===== src/hdl/rob_defs.svh =====
/*
 * Sizing constants for the reorder buffer
 * Include wherever depth, ID width, port count or result width is needed
 */

`ifndef ROB_DEFS_SVH
`define ROB_DEFS_SVH

// Number of in-flight transactions
`define ROB_DEPTH 8
// Transaction ID width, enough to address ROB_DEPTH entries
`define ROB_ID_W 3
// Retire ports towards the execution stages
`define RETIRE_PORTS 4
// Result word carried from retire to commit
`define ROB_DATA_W 16

`endif


===== src/hdl/rob_pkg.sv =====
/*
 * Shared types of the reorder buffer
 * Import with a wildcard in the module header of each user
 */

`default_nettype none

`include "rob_defs.svh"

package rob_pkg;

    // One transaction ID, wraps modulo ROB_DEPTH
    typedef logic [`ROB_ID_W-1:0] rob_id_t;

    // One result word from a retire port
    typedef logic [`ROB_DATA_W-1:0] rob_data_t;

    // Entry held in each retire-port memory
    typedef struct packed {
        logic      completed;
        rob_data_t data;
    } rob_entry_t;

    // Record handed to the commit stage
    typedef struct packed {
        rob_id_t   id;
        rob_data_t data;
    } rob_commit_t;

endpackage

`default_nettype wire


===== src/hdl/stage_register.sv =====
/*
 * One-deep valid/ready register for any payload type
 * Used on the issue response and on the commit path
 */

`timescale 1ns/10ps
`default_nettype none

`include "rob_defs.svh"

module stage_register #(
    parameter type payload_t = logic [`ROB_DATA_W-1:0]
) (
    input  wire logic clk_i,
    input  wire logic rst_ni,
    input  wire logic in_valid_i,
    output logic      in_ready_o,
    input  payload_t  in_data_i,
    output logic      out_valid_o,
    output payload_t  out_data_o,
    input  wire logic out_ready_i
);

    payload_t data_q;

    // Accept when empty or when the held payload leaves this cycle
    assign in_ready_o = ~out_valid_o | out_ready_i;

    // Valid bit tracks occupancy
    always_ff @(posedge clk_i) begin
        if (!rst_ni) begin
            out_valid_o <= 1'b0;
        end else if (in_ready_o) begin
            out_valid_o <= in_valid_i;
        end
    end

    // Payload loads only on an input transfer
    always_ff @(posedge clk_i) begin
        if (in_valid_i && in_ready_o) begin
            data_q <= in_data_i;
        end
    end

    assign out_data_o = data_q;

endmodule

`default_nettype wire


===== src/hdl/id_fifo.sv =====
/*
 * Circular FIFO of allocated transaction IDs
 * Head is the eldest in-flight ID; push and pop may share a cycle
 */

`timescale 1ns/10ps
`default_nettype none

`include "rob_defs.svh"

module id_fifo import rob_pkg::*; (
    input  wire logic clk_i,
    input  wire logic rst_ni,
    input  wire logic push_i,
    input  rob_id_t   push_id_i,
    input  wire logic pop_i,
    output rob_id_t   head_id_o,
    output logic      full_o,
    output logic      empty_o
);

    // Last slot index, pointers wrap after it
    localparam rob_id_t LAST_SLOT = rob_id_t'(`ROB_DEPTH - 1);

    rob_id_t              slots_q [`ROB_DEPTH];
    rob_id_t              rd_ptr_q;
    rob_id_t              wr_ptr_q;
    logic [`ROB_ID_W:0]   count_q;
    logic                 push_ok;
    logic                 pop_ok;

    // Occupancy flags
    assign full_o  = (count_q == (`ROB_ID_W + 1)'(`ROB_DEPTH));
    assign empty_o = (count_q == '0);

    // Ignore push when full and pop when empty
    assign push_ok = push_i & ~full_o;
    assign pop_ok  = pop_i & ~empty_o;

    // Pointers and count
    always_ff @(posedge clk_i) begin
        if (!rst_ni) begin
            rd_ptr_q <= '0;
            wr_ptr_q <= '0;
            count_q  <= '0;
        end else begin
            if (push_ok) begin
                wr_ptr_q <= (wr_ptr_q == LAST_SLOT) ? '0 : wr_ptr_q + 1'b1;
            end
            if (pop_ok) begin
                rd_ptr_q <= (rd_ptr_q == LAST_SLOT) ? '0 : rd_ptr_q + 1'b1;
            end
            // Simultaneous push and pop leave the count alone
            case ({push_ok, pop_ok})
                2'b10:   count_q <= count_q + 1'b1;
                2'b01:   count_q <= count_q - 1'b1;
                default: count_q <= count_q;
            endcase
        end
    end

    // Slot storage
    always_ff @(posedge clk_i) begin
        if (push_ok) begin
            slots_q[wr_ptr_q] <= push_id_i;
        end
    end

    assign head_id_o = slots_q[rd_ptr_q];

endmodule

`default_nettype wire


===== src/hdl/rob_memory.sv =====
/*
 * Entry store for one retire port, indexed by transaction ID
 * Written by its retire port, read and cleared at the FIFO head
 */

`timescale 1ns/10ps
`default_nettype none

`include "rob_defs.svh"

module rob_memory import rob_pkg::*; (
    input  wire logic  clk_i,
    input  wire logic  rst_ni,
    input  wire logic  wr_valid_i,
    input  rob_id_t    wr_id_i,
    input  rob_data_t  wr_data_i,
    input  rob_id_t    head_id_i,
    input  wire logic  clear_i,
    output rob_entry_t head_entry_o
);

    rob_entry_t entries_q [`ROB_DEPTH];
    rob_entry_t wr_entry;

    // A retire write always marks the entry completed
    assign wr_entry = '{completed: 1'b1, data: wr_data_i};

    //////////////////////////////////////////
    // Write and clear
    //////////////////////////////////////////

    always_ff @(posedge clk_i) begin
        if (!rst_ni) begin
            for (int i = 0; i < `ROB_DEPTH; i++) begin
                entries_q[i] <= '0;
            end
        end else begin
            // Committed head entry returns to empty
            if (clear_i) begin
                entries_q[head_id_i] <= '0;
            end
            // Different entries both update
            // on the same entry the write is the later assignment
            if (wr_valid_i) begin
                entries_q[wr_id_i] <= wr_entry;
            end
        end
    end

    //////////////////////////////////////////
    // Head read
    //////////////////////////////////////////

    // Combinational, follows the FIFO head directly
    assign head_entry_o = entries_q[head_id_i];

endmodule

`default_nettype wire


===== src/hdl/retire_stage.sv =====
/*
 * Reorder buffer top level
 * Hands out IDs in order, collects results on the retire ports
 * and commits the eldest completed transaction in allocation order
 */

`timescale 1ns/10ps
`default_nettype none

`include "rob_defs.svh"

module retire_stage import rob_pkg::*; (
    input  wire logic clk_i,
    input  wire logic rst_ni,

    // Issue request and ID response
    input  wire logic issue_valid_i,
    output logic      issue_ready_o,
    output logic      issue_id_valid_o,
    output rob_id_t   issue_id_o,
    input  wire logic issue_id_ready_i,

    // Retire ports, always accepted
    input  wire logic retire_valid_i [`RETIRE_PORTS],
    input  rob_id_t   retire_id_i    [`RETIRE_PORTS],
    input  rob_data_t retire_data_i  [`RETIRE_PORTS],

    // Commit port
    output logic      commit_valid_o,
    output rob_id_t   commit_id_o,
    output rob_data_t commit_data_o,
    input  wire logic commit_ready_i
);

    localparam rob_id_t LAST_ID = rob_id_t'(`ROB_DEPTH - 1);

    // Allocation
    rob_id_t     next_id_q;
    logic        issue_in_ready;
    logic        alloc;

    // FIFO
    logic        fifo_full;
    logic        fifo_empty;
    rob_id_t     head_id;

    // Memories and selection
    rob_entry_t  head_entry [`RETIRE_PORTS];
    logic        sel_found;
    rob_data_t   sel_data;

    // Commit
    logic        pop;
    logic        commit_in_ready;
    rob_commit_t commit_rec;
    rob_commit_t commit_out;

    ////////////////////////////////////////
    // ID allocation
    ////////////////////////////////////////

    // Room in the FIFO and in the issue register
    assign issue_ready_o = ~fifo_full & issue_in_ready;
    assign alloc         = issue_valid_i & issue_ready_o;

    // Next ID wraps modulo depth
    always_ff @(posedge clk_i) begin
        if (!rst_ni) begin
            next_id_q <= '0;
        end else if (alloc) begin
            next_id_q <= (next_id_q == LAST_ID) ? '0 : next_id_q + 1'b1;
        end
    end

    // Issue response register, loads exactly on alloc
    stage_register #(.payload_t(rob_id_t)) issue_reg0 (
        .clk_i       (clk_i),
        .rst_ni      (rst_ni),
        .in_valid_i  (issue_valid_i & ~fifo_full),
        .in_ready_o  (issue_in_ready),
        .in_data_i   (next_id_q),
        .out_valid_o (issue_id_valid_o),
        .out_data_o  (issue_id_o),
        .out_ready_i (issue_id_ready_i)
    );

    // In-flight IDs in allocation order
    id_fifo id_fifo0 (
        .clk_i     (clk_i),
        .rst_ni    (rst_ni),
        .push_i    (alloc),
        .push_id_i (next_id_q),
        .pop_i     (pop),
        .head_id_o (head_id),
        .full_o    (fifo_full),
        .empty_o   (fifo_empty)
    );

    // One entry store per retire port, all read at the head ID
    for (genvar p = 0; p < `RETIRE_PORTS; p++) begin : gen_mem
        rob_memory rob_memory0 (
            .clk_i        (clk_i),
            .rst_ni       (rst_ni),
            .wr_valid_i   (retire_valid_i[p]),
            .wr_id_i      (retire_id_i[p]),
            .wr_data_i    (retire_data_i[p]),
            .head_id_i    (head_id),
            .clear_i      (pop),
            .head_entry_o (head_entry[p])
        );
    end

    ////////////////////////////////////////
    // Eldest-entry selector
    ////////////////////////////////////////

    // Scan upwards so the highest completed port wins
    always_comb begin
        sel_found = 1'b0;
        sel_data  = '0;
        for (int p = 0; p < `RETIRE_PORTS; p++) begin
            if (head_entry[p].completed) begin
                sel_found = 1'b1;
                sel_data  = head_entry[p].data;
            end
        end
    end

    ////////////////////////////////////////
    // Pop control
    ////////////////////////////////////////

    // Head completed on some port and commit register has room
    assign pop        = ~fifo_empty & sel_found & commit_in_ready;
    assign commit_rec = '{id: head_id, data: sel_data};

    // Commit register, transfers exactly on pop
    stage_register #(.payload_t(rob_commit_t)) commit_reg0 (
        .clk_i       (clk_i),
        .rst_ni      (rst_ni),
        .in_valid_i  (~fifo_empty & sel_found),
        .in_ready_o  (commit_in_ready),
        .in_data_i   (commit_rec),
        .out_valid_o (commit_valid_o),
        .out_data_o  (commit_out),
        .out_ready_i (commit_ready_i)
    );

    // Split the record onto the commit ports
    assign commit_id_o   = commit_out.id;
    assign commit_data_o = commit_out.data;

endmodule

`default_nettype wire


===== config.mk =====
export PLATFORM = sky130hd
export DESIGN_NAME = retire_stage
export DESIGN_NICKNAME = d
export VERILOG_FILES = /design/src/hdl/rob_pkg.sv /design/src/hdl/stage_register.sv /design/src/hdl/id_fifo.sv /design/src/hdl/rob_memory.sv /design/src/hdl/retire_stage.sv
export VERILOG_INCLUDE_DIRS = /design/src /design/src/hdl
export SDC_FILE = /design/constraint.sdc
export NUM_CORES = 1
export LEC_CHECK = 0
export BUFFER_PORTS_ARGS = -buffer_cell sky130_fd_sc_hd__buf_2
export CORE_MARGIN = 4
export CORE_UTILIZATION = 50
export DETAILED_ROUTE_END_ITERATION = 6
export PLACE_DENSITY = 0.79
export SYNTH_ARGS = -nofsm -noshare
export SYNTH_HDL_FRONTEND = slang
export SYNTH_SLANG_ARGS = --single-unit

===== constraint.sdc =====
create_clock -name clk_i -period 5.2 [get_ports clk_i]
set_input_delay 1.3 -clock clk_i [delete_from_list [all_inputs] [get_ports clk_i]]
set_output_delay 1.3 -clock clk_i [all_outputs]
set_load 0.005 [all_outputs]

==> flow_summary.json <==
{
  "path_clk_slew_ps": 60,
  "maxCapViolations": 0,
  "finalSetupTns_ps": 0,
  "ant_nets": 0,
  "hp-class": "register to register",
  "coreArea_um2": 53700,
  "synthCells": 2062,
  "grt_pass1_wl_mm": 118,
  "min_period_ps": 4650,
  "routedWlPerCell_um": 26.8,
  "cts_buffer_depth": 3,
  "synth-seq-cells": 608,
  "crit_chain": "mux2i_1, mux4_2, clkinv_2, buf_4, nand3_1, buf_4, o21ai_1, buf_4",
  "cts_made_buffers": 59,
  "leakagePower_nw": 11.4,
  "grt_usage": 0.270,
  "rsz0062_at_grt": "false",
  "final_util": 0.575,
  "cp.arrival_ps": 4940,
  "status": "finished clean",
  "yosysWarnings": 0,
  "hpwl_mm": 50.1,
  "drt_iter0_drc": 2505,
  "syn_area_um2": 27100,
  "grt_max_degree": 70,
  "p_total_mw": 16.6,
  "worstPathRequired_ps": 5500,
  "critPathCaptureType": "register",
  "die_h_um": 241,
  "start_util": 0.504,
  "synthArstFlopShare": 0,
  "cp_max_fo": 56,
  "powerDensity_nw_per_um2": 538,
  "gp_congestion": 0.916,
  "timing.fmax_mhz": 215,
  "synth-edff-count": 558,
  "syn_nets": 2156,
  "startpoint_type": "register",
  "drcViolationCount": 0,
  "cts_sinks": 608,
  "final_max_slew_viol_count": 0,
  "final_nets": 2310,
  "antenna_found_initial": 6,
  "relSlewSlack": 0.225,
  "dp_slack_ps": 244,
  "worstMarginPinSlew_ps": 1160,
  "ir_worst_vdd_mv": 0.422,
  "finalHoldViolCount": 0,
  "cpMaxStageDelayCell": "nand3_1",
  "areaGrowthSynthToFinish_pct": 14.1,
  "dr.pass1.iters": 6,
  "num_rows": 85,
  "wl_mm": 79.4,
  "syn-mean-instance-area_um2": 13.1,
  "gr-total-overflow": 0,
  "cpMostUsedCell": "buf_4",
  "die_area_um2": 57900,
  "fin_crit_sh": 0.894,
  "ys_seq_area_frac": 0.656,
  "grt_pass1_vias": 18800,
  "die_w_um": 241,
  "design.portCount": 110,
  "cts_htree_levels": 2,
  "synth_cell_types": 73,
  "skew_ps": 22.7,
  "holdWs_ps": 475,
  "io_buffers": 109,
  "critPathKind": "register to register",
  "cts_tree": "yes",
  "dr_total_vias": 18900,
  "setup_viol": 0,
  "drive_above_1_share": 0.172,
  "cts_root_buf": "clkbuf_16",
  "via_per_inst": 6.37,
  "clkLatencyLatePin_ps": 620,
  "layout_setup_ws_ps": 552,
  "slowest_delay_ps": 790,
  "synthFlopType": "edfxtp_1"
}
worst paths after layout:
kind	start	endpoint	slack, ps	cells past startpoint
max	register	gen_mem[0].rob_memory0.entries_q[1][13]	550	8
min	gen_mem[3].rob_memory0.entries_q[5][16]	gen_mem[3].rob_memory0.entries_q[5][16]	480	2
max reg2reg	register	gen_mem[0].rob_memory0.entries_q[1][13]	550	8
min reg2reg	gen_mem[3].rob_memory0.entries_q[5][16]	gen_mem[3].rob_memory0.entries_q[5][16]	480	2
cell type report:
type | instances | area [um2]
Clock inverter | 29 | 295
Antenna cell | 4 | 10.0
Fill cell | 4069 | 22800
Timing Repair Buffer | 215 | 1370
Tap cell | 696 | 871
Multi-Input combinational cell | 1326 | 8860
Clock buffer | 81 | 1690
Sequential cell | 608 | 17800
Inverter | 6 | 23.8
cells by family after synthesis:
group / Yosys count / share of synthesized area
XOR/XNOR: 4 / 0.00129
multiplexers: 52 / 0.0233
buffers and inverters: 128 / 0.0208
AO/OA/AOI/OAI: 348 / 0.104
AND/OR/NAND/NOR: 913 / 0.191
adder cells (fa/ha/maj): 9 / 0.00416
flip-flops: 608 / 0.656
cell usage after synthesis (9+ instances only):
| cell type | number | share of area |
|---|---|---|
| edfxtp_1 | 558 | 0.62 |
| and2_1 | 515 | 0.12 |
| nand2_1 | 176 | 0.024 |
| clkbuf_1 | 68 | 0.0094 |
| a22oi_1 | 67 | 0.019 |
| dfxtp_1 | 50 | 0.037 |
| nand3_1 | 49 | 0.0091 |
| nor2_1 | 45 | 0.0062 |
| a221oi_1 | 33 | 0.011 |
| buf_2 | 33 | 0.0061 |
| o22ai_1 | 32 | 0.0074 |
| a22o_1 | 31 | 0.010 |
| mux2i_1 | 30 | 0.011 |
| nor3_1 | 29 | 0.0054 |
| a31oi_1 | 27 | 0.0062 |
| nand3b_1 | 22 | 0.0061 |
| a31o_2 | 21 | 0.0068 |
| o21ai_0 | 21 | 0.0039 |
| nand4_1 | 19 | 0.0044 |
| nor2b_1 | 17 | 0.0039 |
| a222oi_1 | 16 | 0.0059 |
| a21oi_1 | 15 | 0.0028 |
| mux2_2 | 14 | 0.0058 |
| buf_4 | 11 | 0.0031 |
| and4_1 | 10 | 0.0032 |
| buf_1 | 10 | 0.0014 |
| o221ai_1 | 10 | 0.0032 |
| o311a_1 | 10 | 0.0037 |
| ha_1 | 9 | 0.0042 |
| o21ai_1 | 9 | 0.0017 |
sequential cells by signal (all words and copies together), names as in the netlist, named ones only:
name / count
id_fifo0.slots_q: 24
id_fifo0.rd_ptr_q: 3
id_fifo0.count_q: 4
id_fifo0.wr_ptr_q: 3
commit_reg0.out_data_o: 19
next_id_q: 3
issue_reg0.out_valid_o: 1
gen_mem.rob_memory0.entries_q: 544
commit_reg0.out_valid_o: 1
issue_reg0.out_data_o: 3
critical path, delay by kind of cell (launching register included):
family	cells	cell delay, ps
buffers and inverters	4	1750
AO/OA/AOI/OAI	1	460
flip-flops	1	600
multiplexers	2	680
AND/OR/NAND/NOR	1	790
cells in the final DEF, fill, tap and decap left out, types with 11 or more instances in the layout:
| cell type | count |
|---|---|
| a22oi_1 | 67 |
| nand2_1 | 176 |
| clkbuf_16 | 61 |
| nor2b_1 | 17 |
| o22ai_1 | 32 |
| nand3_1 | 49 |
| a221oi_1 | 33 |
| a22o_1 | 31 |
| nand4_1 | 19 |
| nor2_1 | 45 |
| buf_2 | 108 |
| dfxtp_1 | 50 |
| edfxtp_1 | 558 |
| mux2i_1 | 30 |
| nor3_1 | 13 |
| mux2_2 | 14 |
| a222oi_1 | 16 |
| a31oi_1 | 27 |
| nand3b_1 | 22 |
| clkinv_2 | 11 |
| buf_4 | 105 |
| a31o_2 | 21 |
| nor3_2 | 17 |
| and2_1 | 515 |
| o21ai_1 | 20 |
| clkbuf_1 | 11 |
| a21oi_1 | 15 |
power breakdown:
| part | internal, mW | switching [mW] |
|---|---|---|
| Clock | 2.56 | 1.84 |
| Sequential | 6.27 | 0.323 |
| Combinational | 1.65 | 3.98 |
| Total | 10.5 | 6.14 |
repair_timing:
item | in CTS | in global routing
buffers inserted | 0 | 4
hold buffers | 0 | 0
gates resized for setup | 0 | 0
setup endpoints to repair | 0 | 1
metal layers:
layer  global-route usage  part of all wire  up-vias
li1                     -                 -     8049
met1                0.354              0.36     9199
met2                0.440              0.47     1361
met3               0.0585              0.12      259
met4                0.116             0.048        8
met5                    0           0.00058        -
through the flow:
stage                     cell area [um2]  instances
final                               30900       2965
after global routing                30900       2962
after CTS                           30800       2957
after detailed placement            28900       2847
after global placement              28900       2847
after floorplan                     27100       2062
No activity file was read; power rests on OpenSTA's default activity.
